===== src/logic/ctrl_pkg.sv =====
/*
  core controller definitions
  shared encodings for the sequencer state, the fetch pc source,
  the control-transfer kind of a decoded instruction and the
  operand forwarding select
*/

`default_nettype none

package ctrl_pkg;

  // sequencer states, 4 bits leaves room for spare encodings
  typedef enum logic [3:0] {
    RESET       = 4'd0,
    BOOT_SET    = 4'd1,
    SLEEP       = 4'd2,
    FIRST_FETCH = 4'd3,
    DECODE      = 4'd4,
    FLUSH_EX    = 4'd5,
    FLUSH_WB    = 4'd6
  } ctrl_state_e;

  // fetch pc source, encodings follow the prefetcher mux
  typedef enum logic [2:0] {
    PC_BOOT      = 3'b000,
    PC_JUMP      = 3'b010,
    PC_BRANCH    = 3'b011,
    PC_EXCEPTION = 3'b100
  } pc_mux_e;

  // control transfer carried by an instruction
  typedef enum logic [1:0] {
    BRANCH_NONE = 2'b00,
    BRANCH_JAL  = 2'b01,
    BRANCH_JALR = 2'b10,
    BRANCH_COND = 2'b11
  } jump_kind_e;

  // source of a register operand in ID
  typedef enum logic [1:0] {
    SEL_REGFILE = 2'b00,
    SEL_FW_EX   = 2'b01,
    SEL_FW_WB   = 2'b10
  } fw_sel_e;

endpackage

`default_nettype wire


===== src/logic/ctrl_fsm.sv =====
/*
  controller sequencer
  walks the core through boot, sleep, first fetch, decode and the
  wfi pipeline flush; issues fetch requests, pc redirects for jumps,
  taken branches and interrupts, stage halts and interrupt acknowledge
*/

`timescale 1ns/100ps
`default_nettype none

module ctrl_fsm import ctrl_pkg::*; (
  input  logic       clk,
  input  logic       rst_n,

  // core and pipeline status
  input  logic       fetch_enable_i,
  input  logic       instr_valid_i,
  input  logic       id_ready_i,
  input  logic       ex_valid_i,
  input  logic       branch_taken_ex_i,
  input  jump_kind_e jump_in_dec_i,
  input  logic       pipe_flush_i,
  input  logic       ext_req_i,
  input  logic       jr_stall_i,

  output logic       ctrl_busy_o,
  output logic       is_decoding_o,
  output logic       instr_req_o,
  output logic       pc_set_o,
  output pc_mux_e    pc_mux_o,
  output logic       halt_if_o,
  output logic       halt_id_o,
  output logic       irq_ack_o
);

  ctrl_state_e state_q;
  ctrl_state_e state_d;

  // one-shot flag so a stalled jump redirects only once
  logic jump_done_q;
  logic jump_done_d;
  logic is_jump;

  assign is_jump = (jump_in_dec_i == BRANCH_JAL) || (jump_in_dec_i == BRANCH_JALR);

  ////////////////////////////////////////////////////////////////////////////
  // next state and outputs
  ////////////////////////////////////////////////////////////////////////////

  always_comb begin
    // defaults for a running core
    state_d       = state_q;
    jump_done_d   = jump_done_q;
    instr_req_o   = 1'b1;
    ctrl_busy_o   = 1'b1;
    is_decoding_o = 1'b0;
    pc_set_o      = 1'b0;
    pc_mux_o      = PC_BOOT;
    halt_if_o     = 1'b0;
    halt_id_o     = 1'b0;
    irq_ack_o     = 1'b0;

    case (state_q)
      // idle after reset until the core gets enabled
      RESET: begin
        instr_req_o = 1'b0;
        ctrl_busy_o = 1'b0;
        if (fetch_enable_i) begin
          state_d = BOOT_SET;
        end
      end

      // load boot address into the fetch pc
      BOOT_SET: begin
        pc_set_o = 1'b1;
        pc_mux_o = PC_BOOT;
        state_d  = FIRST_FETCH;
      end

      // stopped, woken by enable or an interrupt
      SLEEP: begin
        instr_req_o = 1'b0;
        ctrl_busy_o = 1'b0;
        halt_if_o   = 1'b1;
        halt_id_o   = 1'b1;
        if (fetch_enable_i || ext_req_i) begin
          state_d = FIRST_FETCH;
        end
      end

      // wait for the first instruction to reach ID
      FIRST_FETCH: begin
        if (id_ready_i) begin
          state_d = DECODE;
        end
        // interrupt before anything was decoded
        if (ext_req_i) begin
          pc_set_o  = 1'b1;
          pc_mux_o  = PC_EXCEPTION;
          irq_ack_o = 1'b1;
        end
      end

      DECODE: begin
        if (branch_taken_ex_i) begin
          // branch in EX wins, the ID instruction is on the wrong path
          pc_set_o = 1'b1;
          pc_mux_o = PC_BRANCH;
          if (ext_req_i) begin
            pc_mux_o  = PC_EXCEPTION;
            irq_ack_o = 1'b1;
            halt_id_o = 1'b1;
          end
        end else if (instr_valid_i) begin
          is_decoding_o = 1'b1;

          if (is_jump) begin
            // target known in ID, redirect once the jr hazard clears
            pc_mux_o = PC_JUMP;
            if (!jr_stall_i && !jump_done_q) begin
              pc_set_o    = 1'b1;
              jump_done_d = 1'b1;
            end
          end else if (ext_req_i) begin
            // keep the ID instruction out of EX
            pc_set_o  = 1'b1;
            pc_mux_o  = PC_EXCEPTION;
            irq_ack_o = 1'b1;
            halt_id_o = 1'b1;
          end

          // wfi, drain EX and WB before sleeping
          if (pipe_flush_i) begin
            halt_if_o = 1'b1;
            halt_id_o = 1'b1;
            state_d   = FLUSH_EX;
          end
        end else if (ext_req_i) begin
          // empty ID slot, take the interrupt right away
          pc_set_o  = 1'b1;
          pc_mux_o  = PC_EXCEPTION;
          irq_ack_o = 1'b1;
          halt_id_o = 1'b1;
        end
      end

      // wait for the EX stage to finish
      FLUSH_EX: begin
        halt_if_o = 1'b1;
        halt_id_o = 1'b1;
        if (ex_valid_i) begin
          state_d = FLUSH_WB;
        end
      end

      // WB done after one cycle
      FLUSH_WB: begin
        halt_if_o = 1'b1;
        halt_id_o = 1'b1;
        if (fetch_enable_i) begin
          halt_if_o = 1'b0;
          state_d   = DECODE;
        end else begin
          state_d = SLEEP;
        end
      end

      // spare encodings fall back to reset
      default: begin
        instr_req_o = 1'b0;
        state_d     = RESET;
      end
    endcase
  end

  ////////////////////////////////////////////////////////////////////////////
  // state registers
  ////////////////////////////////////////////////////////////////////////////

  always_ff @(posedge clk or negedge rst_n) begin
    if (!rst_n) begin
      state_q     <= RESET;
      jump_done_q <= 1'b0;
    end else begin
      state_q     <= state_d;
      // released once ID accepts the next instruction
      jump_done_q <= jump_done_d & ~id_ready_i;
    end
  end

endmodule

`default_nettype wire


===== src/logic/hazard_unit.sv =====
/*
  hazard detection
  raises load-use, jump-register and csr-use stalls for the ID
  stage and decides when the ID write enable must be dropped
*/

`timescale 1ns/100ps
`default_nettype none

module hazard_unit import ctrl_pkg::*; #(
  parameter int unsigned N_OPERANDS = 3
) (
  input  logic                  is_decoding_i,
  input  logic                  illegal_insn_i,
  input  logic                  data_req_ex_i,

  // pending register writes
  input  logic                  regfile_we_ex_i,
  input  logic                  regfile_we_wb_i,
  input  logic                  regfile_alu_we_fw_i,

  // destination matches, one bit per source operand
  input  logic [N_OPERANDS-1:0] reg_d_ex_match_i,
  input  logic [N_OPERANDS-1:0] reg_d_wb_match_i,
  input  logic [N_OPERANDS-1:0] reg_d_alu_match_i,

  input  logic                  csr_busy_i,
  input  logic                  csr_access_id_i,
  input  jump_kind_e            jump_in_dec_i,

  output logic                  load_stall_o,
  output logic                  jr_stall_o,
  output logic                  csr_stall_o,
  output logic                  deassert_we_o
);

  logic jr_dep;

  // load in EX writing any register that ID reads
  assign load_stall_o = data_req_ex_i & regfile_we_ex_i & (|reg_d_ex_match_i);

  // csr write in flight while ID reads a csr
  assign csr_stall_o = csr_busy_i & csr_access_id_i;

  // operand 0 carries the jalr base, any pending write to it blocks the target
  assign jr_dep = (regfile_we_wb_i     & reg_d_wb_match_i[0])  |
                  (regfile_we_ex_i     & reg_d_ex_match_i[0])  |
                  (regfile_alu_we_fw_i & reg_d_alu_match_i[0]);

  // independent of is_decoding so the sequencer loop stays open
  assign jr_stall_o = (jump_in_dec_i == BRANCH_JALR) & jr_dep;

  // no write for a stalled, illegal or non-decoded instruction
  assign deassert_we_o = load_stall_o   |
                         csr_stall_o    |
                         jr_stall_o     |
                         illegal_insn_i |
                         ~is_decoding_i;

endmodule

`default_nettype wire


===== src/logic/operand_fwd_unit.sv =====
/*
  operand forwarding select
  picks, for each ID source operand, the register file value or
  the result pending in EX or WB; the younger EX result wins
*/

`timescale 1ns/100ps
`default_nettype none

module operand_fwd_unit import ctrl_pkg::*; #(
  parameter int unsigned N_OPERANDS = 3
) (
  input  logic                       regfile_we_wb_i,
  input  logic                       regfile_alu_we_fw_i,
  input  logic [N_OPERANDS-1:0]      reg_d_wb_match_i,
  input  logic [N_OPERANDS-1:0]      reg_d_alu_match_i,

  // one select per operand
  output fw_sel_e [N_OPERANDS-1:0]   operand_fw_sel_o
);

  always_comb begin
    for (int unsigned i = 0; i < N_OPERANDS; i++) begin
      // default read from the register file
      operand_fw_sel_o[i] = SEL_REGFILE;

      // older result still in WB
      if (regfile_we_wb_i && reg_d_wb_match_i[i]) begin
        operand_fw_sel_o[i] = SEL_FW_WB;
      end

      // EX result is newer, overrides WB
      if (regfile_alu_we_fw_i && reg_d_alu_match_i[i]) begin
        operand_fw_sel_o[i] = SEL_FW_EX;
      end
    end
  end

endmodule

`default_nettype wire


===== src/logic/core_controller.sv =====
/*
  core controller top
  ties the sequencer, hazard detection and operand forwarding
  to the pipeline; all outputs are combinational in the state
  and the current inputs
*/

`timescale 1ns/100ps
`default_nettype none

module core_controller import ctrl_pkg::*; #(
  parameter int unsigned N_OPERANDS = 3
) (
  input  logic                     clk,
  input  logic                     rst_n,

  // pipeline status
  input  logic                     fetch_enable_i,
  input  logic                     instr_valid_i,
  input  logic                     id_ready_i,
  input  logic                     ex_valid_i,
  input  logic                     branch_taken_ex_i,
  // kind of the instruction handed to EX
  input  jump_kind_e               jump_in_id_i,
  // kind of the instruction being decoded
  input  jump_kind_e               jump_in_dec_i,
  input  logic                     pipe_flush_i,
  input  logic                     illegal_insn_i,
  input  logic                     ext_req_i,
  input  logic                     data_req_ex_i,
  input  logic                     csr_busy_i,
  input  logic                     csr_access_id_i,

  // register write enables in flight
  input  logic                     regfile_we_ex_i,
  input  logic                     regfile_we_wb_i,
  input  logic                     regfile_alu_we_fw_i,

  // destination matches per source operand
  input  logic [N_OPERANDS-1:0]    reg_d_ex_match_i,
  input  logic [N_OPERANDS-1:0]    reg_d_wb_match_i,
  input  logic [N_OPERANDS-1:0]    reg_d_alu_match_i,

  output logic                     ctrl_busy_o,
  output logic                     is_decoding_o,
  output logic                     instr_req_o,
  output logic                     pc_set_o,
  output pc_mux_e                  pc_mux_o,
  output logic                     halt_if_o,
  output logic                     halt_id_o,
  output logic                     irq_ack_o,
  output logic                     deassert_we_o,
  output logic                     load_stall_o,
  output logic                     jr_stall_o,
  output logic                     csr_stall_o,
  output fw_sel_e [N_OPERANDS-1:0] operand_fw_sel_o
);

  ////////////////////////////////////////////////////////////////////////////
  // sequencer
  ////////////////////////////////////////////////////////////////////////////

  ctrl_fsm u_ctrl_fsm (
    .clk               (clk),
    .rst_n             (rst_n),
    .fetch_enable_i    (fetch_enable_i),
    .instr_valid_i     (instr_valid_i),
    .id_ready_i        (id_ready_i),
    .ex_valid_i        (ex_valid_i),
    .branch_taken_ex_i (branch_taken_ex_i),
    .jump_in_dec_i     (jump_in_dec_i),
    .pipe_flush_i      (pipe_flush_i),
    .ext_req_i         (ext_req_i),
    // jr stall feeds back from the hazard check
    .jr_stall_i        (jr_stall_o),
    .ctrl_busy_o       (ctrl_busy_o),
    .is_decoding_o     (is_decoding_o),
    .instr_req_o       (instr_req_o),
    .pc_set_o          (pc_set_o),
    .pc_mux_o          (pc_mux_o),
    .halt_if_o         (halt_if_o),
    .halt_id_o         (halt_id_o),
    .irq_ack_o         (irq_ack_o)
  );

  ////////////////////////////////////////////////////////////////////////////
  // combinational checkers
  ////////////////////////////////////////////////////////////////////////////

  hazard_unit #(
    .N_OPERANDS (N_OPERANDS)
  ) u_hazard_unit (
    .is_decoding_i       (is_decoding_o),
    .illegal_insn_i      (illegal_insn_i),
    .data_req_ex_i       (data_req_ex_i),
    .regfile_we_ex_i     (regfile_we_ex_i),
    .regfile_we_wb_i     (regfile_we_wb_i),
    .regfile_alu_we_fw_i (regfile_alu_we_fw_i),
    .reg_d_ex_match_i    (reg_d_ex_match_i),
    .reg_d_wb_match_i    (reg_d_wb_match_i),
    .reg_d_alu_match_i   (reg_d_alu_match_i),
    .csr_busy_i          (csr_busy_i),
    .csr_access_id_i     (csr_access_id_i),
    .jump_in_dec_i       (jump_in_dec_i),
    .load_stall_o        (load_stall_o),
    .jr_stall_o          (jr_stall_o),
    .csr_stall_o         (csr_stall_o),
    .deassert_we_o       (deassert_we_o)
  );

  // forwarding needs no state, only the pending writes
  operand_fwd_unit #(
    .N_OPERANDS (N_OPERANDS)
  ) u_operand_fwd_unit (
    .regfile_we_wb_i     (regfile_we_wb_i),
    .regfile_alu_we_fw_i (regfile_alu_we_fw_i),
    .reg_d_wb_match_i    (reg_d_wb_match_i),
    .reg_d_alu_match_i   (reg_d_alu_match_i),
    .operand_fw_sel_o    (operand_fw_sel_o)
  );

endmodule

`default_nettype wire


===== config.mk =====
export PLATFORM = sky130hd
export DESIGN_NAME = core_controller
export DESIGN_NICKNAME = d
export VERILOG_FILES = /design/src/logic/ctrl_pkg.sv /design/src/logic/ctrl_fsm.sv /design/src/logic/hazard_unit.sv /design/src/logic/operand_fwd_unit.sv /design/src/logic/core_controller.sv
export SDC_FILE = /design/constraint.sdc
export NUM_CORES = 1
export LEC_CHECK = 0
export CORE_AREA = 2 2 39 41
export DETAILED_ROUTE_END_ITERATION = 16
export DIE_AREA = 0 0 41 43
export DONT_BUFFER_PORTS = 1
export GPL_TIMING_DRIVEN = 1
export HOLD_SLACK_MARGIN = 0.1
export PLACE_DENSITY = 0.54
export SYNTH_ARGS = -nofsm -noshare
export SYNTH_HDL_FRONTEND = slang
export SYNTH_SLANG_ARGS = --single-unit

===== constraint.sdc =====
create_clock -name clk -period 3 [get_ports clk]
set_clock_uncertainty 0.15 [all_clocks]
set_input_delay 0.15 -clock clk [delete_from_list [all_inputs] [get_ports clk]]
set_output_delay 0.15 -clock clk [all_outputs]
set_load 0.02 [all_outputs]

==> impl_metrics.env, run 1 <==
export IMPL_vias_per_cell=5.989
export IMPL_rsz0062_at_grt="no"
export IMPL_setup_viol=0
export IMPL_ant_nets=0
export IMPL_drc=0
export IMPL_synth_fp_nets=103
export IMPL_clock_sinks=4
export IMPL_fmax_mhz=445.1
export IMPL_setup_tns_ns=0
export IMPL_p_per_area_nw_per_um2=785.7
export IMPL_synth_cell_types=30
export IMPL_period_share=0.7488
export IMPL_clk_pin_slew_ns=0.03
export IMPL_hp_start="fetch_enable_i"
export IMPL_startpoint_type="register"
export IMPL_worst_path_max_fanout=15
export IMPL_drv_slew=0
export IMPL_drtPass1Iterations=6
export IMPL_cp_slowest_cell="a211oi_1"
export IMPL_avgSynthCellArea_um2=6.924
export IMPL_io_buffers=0
export IMPL_hold_class="in2reg"
export IMPL_stdcell_count=95
export IMPL_synthCells=73
export IMPL_numCtsBuffers=3
export IMPL_clk_latency_ns=0.23
export IMPL_path_cells="nor2b_1 -> o32ai_1 -> a211oi_1"
export IMPL_multiInputGateArea_um2=367.9
export IMPL_ys_seq_area_frac=0.1980
export IMPL_layout_drive_gt1_share=0.06329
export IMPL_area_growth_pct=18.56
export IMPL_peakVddDrop_mv=0.4292
export IMPL_cap_violations=0
export IMPL_detail_route_wl_per_cell_um=13.57
export IMPL_gp_congestion=0.7740
export IMPL_regArea_um2=100.1
export IMPL_h_tree_depth=1
export IMPL_synth_area_um2=505.5
export IMPL_status="finished, final reports clean"
export IMPL_cts_tree="done"
export IMPL_die_y_um=43
export IMPL_num_antenna_cells=0
export IMPL_die_x_um=41
export IMPL_critPathMaxStageDelay_ns=0.60
export IMPL_cts_setup_buffers=0
export IMPL_place_hpwl_um=971.3
export IMPL_dp_cells=85
export IMPL_required_ns=2.70
export IMPL_ys_ff_latch=4
export IMPL_layout_nets=111
export IMPL_synth_warnings=0
export IMPL_grt_pass1_wl_um=1932
export IMPL_track_usage=0.1574
export IMPL_clk_path_buf_depth=2
export IMPL_finalHoldViolations=0
export IMPL_rr_startpoint="u_ctrl_fsm.state_q[0]"
export IMPL_cts_root_buffer="clkbuf_4"
export IMPL_wl_um=1289
export IMPL_die_area_um2=1763
export IMPL_hold_depth=3
export IMPL_core_area_um2=1384
export IMPL_critPathArrivalTime_ns=1.95
export IMPL_max_slew_margin=0.4993
export IMPL_drtIter0Drc=14
export IMPL_io_pins=49
export IMPL_endpoint_kind="primary output"
export IMPL_n_fill_cell=157
export IMPL_overflow=0
export IMPL_p_leak_nw=0.2494
export IMPL_antenna_found_initial=0
export IMPL_worst_pin_slew_ns=0.7495
export IMPL_num_vias=569
export IMPL_cp_startpoint="u_ctrl_fsm.state_q[0]"
export IMPL_reg2reg_depth=4
export IMPL_rows=14
export IMPL_initial_core_util=0.3653
export IMPL_grt_pass1_vias=510
export IMPL_final_min_clock_period_ns=2.246
export IMPL_grt_max_degree=16
export IMPL_worstSetupPathType="reg2out"
[worst max-delay path, delay by kind of cell, from the launching register on]
family             cells  cell delay (ns)
and+or+nand+nor        1             0.39
DFF                    1             0.58
AOI/OAI and AO/OA      2             0.75
[metrics by stage]
step                setup WS [ns]  power [mW]  hold WS, ns  instance area, um2  utilization
global placement            1.020      0.3938      -0.2955               506.7       0.3662
detailed placement          1.000      0.3959      -0.2955               506.7       0.3662
global route               0.5346      0.5142       0.2017               599.3       0.4331
floorplan                   1.225      0.3691      -0.2956               505.5            -
CTS                        0.7479      0.4729       0.1603               599.3       0.4331
finish                     0.7535      0.4709       0.1733               599.3       0.4331
[layout by cell type, fill, tap and decap left out, drive strengths merged, types with 4 or more instances in the layout]
cell	instances
dlygate4sd3	7
a21oi	5
dfrtp	4
inv	5
nand2b	4
o21ai	4
nor2	7
nor2b	4
and2	5
nand2	8
[layout make-up]
type	count	share of cell area
multi-input cells	60	0.6138
well taps	16	0.03340
flip-flops and latches	4	0.1670
repair buffers	7	0.1169
inverters	5	0.03132
clock buffers	3	0.03758
[power breakdown]
group | internal, mW | switching (mW) | total [mW]
Combinational | 0.0964 | 0.174 | 0.271
Sequential | 0.0737 | 0.0631 | 0.137
Clock | 0.0445 | 0.0188 | 0.0633
[cells by family (layout without fill, tap and decap cells)]
family | Yosys count | in the layout | share of synthesized area
AO/OA/AOI/OAI | 23 | 23 | 0.3168
AND/OR/NAND/NOR | 36 | 36 | 0.3861
flip-flops | 4 | 4 | 0.1980
buffers and inverters | 9 | 15 | 0.07427
adder cells (fa/ha/maj) | 1 | 1 | 0.02475
[state kept, by name (all words and copies together), names as in the netlist]
signal / cells
u_ctrl_fsm.jump_done_q: 1
u_ctrl_fsm.state_q: 3
[path summary, 6_finish.rpt]
| path | endpoint | slack (ns) |
|---|---|---|
| setup / recovery | pc_set_o | 0.75 |
| hold / removal | u_ctrl_fsm.state_q[0] | 0.17 |
| setup reg to reg | u_ctrl_fsm.jump_done_q | 0.91 |
| hold reg to reg | u_ctrl_fsm.state_q[2] | 0.58 |
| max in group asynchronous | u_ctrl_fsm.state_q[1] | 1.96 |
| min in group asynchronous | u_ctrl_fsm.state_q[2] | 0.57 |
[metal layers]
metal,GRT usage,part of all wire
met3,0.03665,0.074
met4,0.06000,0.011
met2,0.2719,0.52
met1,0.1732,0.39
met5,0,0
[cells in the mapped netlist]
library cell / number / share of area
or2_2: 1 / 0.012
or3_1: 1 / 0.012
or4b_1: 1 / 0.020
a32o_1: 1 / 0.020
inv_1: 5 / 0.037
a22oi_1: 1 / 0.015
a211oi_1: 3 / 0.045
o21ai_0: 4 / 0.040
o32ai_1: 1 / 0.017
o41ai_1: 1 / 0.017
nand3_1: 1 / 0.0099
nor2b_1: 4 / 0.049
a21boi_0: 1 / 0.015
nand2b_1: 4 / 0.049
or3b_2: 1 / 0.017
nand2_1: 8 / 0.059
nor3b_1: 2 / 0.030
ha_1: 1 / 0.025
dfrtp_1: 4 / 0.20
a211o_1: 1 / 0.017
a21oi_1: 5 / 0.049
and2_1: 5 / 0.062
a222oi_1: 1 / 0.020
o22ai_1: 2 / 0.025
nor2_1: 7 / 0.052
o311a_1: 1 / 0.020
and3_1: 1 / 0.012
a221oi_1: 1 / 0.017
clkbuf_1: 3 / 0.022
buf_4: 1 / 0.015
[repair_timing]
item,in CTS,in global routing
resized for setup,0,0
hold buffers,7,0
endpoints found under the hold margin,8,0
(Power assumes the default switching activity.)
==> run 2: changes to the inputs <==
ABC_AREA = 1   (was not set)
CORE_AREA = not set   (was 2 2 39 41)
CORE_UTILIZATION = 42   (was not set)
DIE_AREA = not set   (was 0 0 41 43)
PLACE_DENSITY = 0.61   (was 0.54)
clock period = 1.9 ns   (was 3 ns; I/O delays follow)
==> impl_metrics.env, run 2 <==
export IMPL_synth_top_area_frac=0.1794
export IMPL_critPathMaxStageDelay_ns=0.46
export IMPL_synth_warnings=0
export IMPL_max_slew_margin=0.6440
export IMPL_period_share=0.9622
export IMPL_p_leak_nw=0.3722
export IMPL_cts_root_buffer="clkbuf_4"
export IMPL_ys_seq_area_frac=0.1794
export IMPL_synth_cell_types=24
export IMPL_io_pins=49
export IMPL_drc=0
export IMPL_worst_pin_slew_ns=0.5273
export IMPL_grt_pass1_vias=503
export IMPL_io_buffers=0
export IMPL_p_per_area_nw_per_um2=1341
export IMPL_finalHoldViolations=0
export IMPL_die_area_um2=1478
export IMPL_synth_edf_count=0
export IMPL_overflow=0
export IMPL_startpoint_type="register"
export IMPL_placed_cell_area_um2=575.6
export IMPL_wl_um=1335
export IMPL_hold_class="in2reg"
export IMPL_worstSetupPathType="reg2out"
export IMPL_synthCells=95
export IMPL_cap_violations=0
export IMPL_cts_tree="done"
export IMPL_area_growth_pct=20.63
export IMPL_clk_pin_slew_ns=0.04
export IMPL_critPathArrivalTime_ns=1.58
export IMPL_ys_flop_type="dfrtp_1"
export IMPL_fmax_mhz=547.0
export IMPL_final_min_clock_period_ns=1.828
export IMPL_grt_pass1_wl_um=1994
export IMPL_clk_latency_ns=0.24
export IMPL_status="finished, final reports clean"
export IMPL_largest_reg_flops=3
export IMPL_synthArstFlopShare=1.000
export IMPL_endpoint_kind="primary output"
export IMPL_synth_most_common_cell="nand2_1"
export IMPL_vias_per_cell=5.235
export IMPL_rsz0062_at_grt="yes"
export IMPL_antenna_found_initial=0
export IMPL_ant_nets=0
export IMPL_yosys_area_top_type="dfrtp_1"
export IMPL_drtPass1Iterations=4
export IMPL_drtIter0Drc=9
export IMPL_timing_hold_ws_ns=0.1130
export IMPL_synth_area_um2=558.0
export IMPL_die_x_um=38.45
export IMPL_layout_nets=137
export IMPL_grt_max_degree=8
export IMPL_top_regs="u_ctrl_fsm.state_q x3, u_ctrl_fsm.jump_done_q x1"
export IMPL_required_ns=1.65
export IMPL_numCtsBuffers=3
export IMPL_track_usage=0.1986
export IMPL_gp_congestion=0.7857
export IMPL_ys_ff_latch=4
export IMPL_initial_core_util=0.4765
export IMPL_layout_drive_gt1_share=0.2000
export IMPL_cp_slowest_cell="dfrtp_1"
export IMPL_drv_slew=0
export IMPL_layout_common_cells="26 x nand2_1, 15 x inv_1, 12 x nor2_1"
export IMPL_path_cells="inv_2 -> nand2_2 -> nor2_4 -> nand3_2 -> o22ai_1"
export IMPL_worst_path_max_fanout=7
export IMPL_clock_sinks=4
export IMPL_num_antenna_cells=0
export IMPL_setup_viol=0
export IMPL_place_hpwl_um=1097
export IMPL_detail_route_wl_per_cell_um=11.22
export IMPL_synth_fp_nets=125
export IMPL_core_area_um2=1171
export IMPL_cts_setup_buffers=0
export IMPL_peakVddDrop_mv=0.5884
export IMPL_mostFrequentLayoutCell="nand2_1"
export IMPL_synth_area_leaders="dfrtp_1 18%, nand2_1 17%, inv_1 10%, nor2_1 8.1%, nor2_4 6.1%"
export IMPL_rows=12
export IMPL_regMostFlops="u_ctrl_fsm.state_q"
export IMPL_h_tree_depth=1
export IMPL_die_y_um=38.45
export IMPL_avgSynthCellArea_um2=5.874
export IMPL_num_vias=623
export IMPL_finalInstanceArea_um2=673.1
export IMPL_clk_path_buf_depth=2
export IMPL_synth_common_cells="26 x nand2_1, 15 x inv_1, 12 x nor2_1, 6 x a21oi_1"
[run 2: timing repair]
action / in CTS / in global routing
hold buffers: 7 / 0
endpoints found under the setup margin: 0 / 1
endpoints found under the hold margin: 8 / 0
gates resized for setup: 0 / 1
[run 2: final timing paths]
check	startpoint	endpoint	slack (ns)	cells past startpoint
min in group asynchronous	rst_n	u_ctrl_fsm.state_q[1]	0.52	2
min	branch_taken_ex_i	u_ctrl_fsm.state_q[1]	0.11	5
max	u_ctrl_fsm.state_q[1]	pc_mux_o[1]	0.07	5
max in group asynchronous	rst_n	u_ctrl_fsm.jump_done_q	0.91	2
max reg2reg	u_ctrl_fsm.state_q[0]	u_ctrl_fsm.state_q[2]	0.39	7
min reg2reg	u_ctrl_fsm.jump_done_q	u_ctrl_fsm.jump_done_q	0.36	2
[run 2: logic make-up (layout without fill, tap and decap cells)]
logic type	count (synthesis)	after routing	share of synthesized area
simple gates	52	52	0.4462
compound gates	19	19	0.2175
buf+inv	19	29	0.1345
flops	4	4	0.1794
fa+ha+maj	1	1	0.02242
[run 2: worst max-delay path, delay by kind of cell (launching register included)]
family	cells	cell delay (ns)
flops	1	0.46
compound gates	1	0.40
simple gates	3	0.38
buf+inv	1	0.11
[run 2: per-layer routing]
metal / up-vias / part of all wire / GRT usage
li1: 324 / - / -
met1: 269 / 0.46 / 0.2439
met2: 28 / 0.47 / 0.3263
met3: 2 / 0.063 / 0.05233
met4: 0 / 0.0067 / 0.07759
met5: - / 0 / 0
[run 2: final cells by class]
type	instances	area, um2
fillers	121	498.0
multi-input cells	72	387.9
flip-flops and latches	4	100.1
repair buffers	8	77.57
inverters	18	67.56
clock buffers	3	22.52
well taps	14	17.52
[run 2: through the flow]
stage / TNS, ns / utilization / setup WS, ns / power (mW) / std cells
after global routing: -0.01212 / 0.5748 / -0.01212 / 0.9747 / 119
final: 0 / 0.5748 / 0.07188 / 0.9026 / 119
after detailed placement: 0 / 0.4915 / 0.3351 / 0.7810 / 109
after global placement: 0 / 0.4915 / 0.3732 / 0.7771 / 109
after floorplan: 0 / - / 0.2266 / 0.7049 / 95
after CTS: 0 / 0.5705 / 0.07238 / 0.9084 / 119
[run 2: power breakdown]
| part | internal (mW) | total [mW] | switching, mW |
|---|---|---|---|
| registers | 0.120 | 0.194 | 0.0742 |
| logic | 0.199 | 0.600 | 0.402 |
| clock network | 0.0708 | 0.108 | 0.0370 |
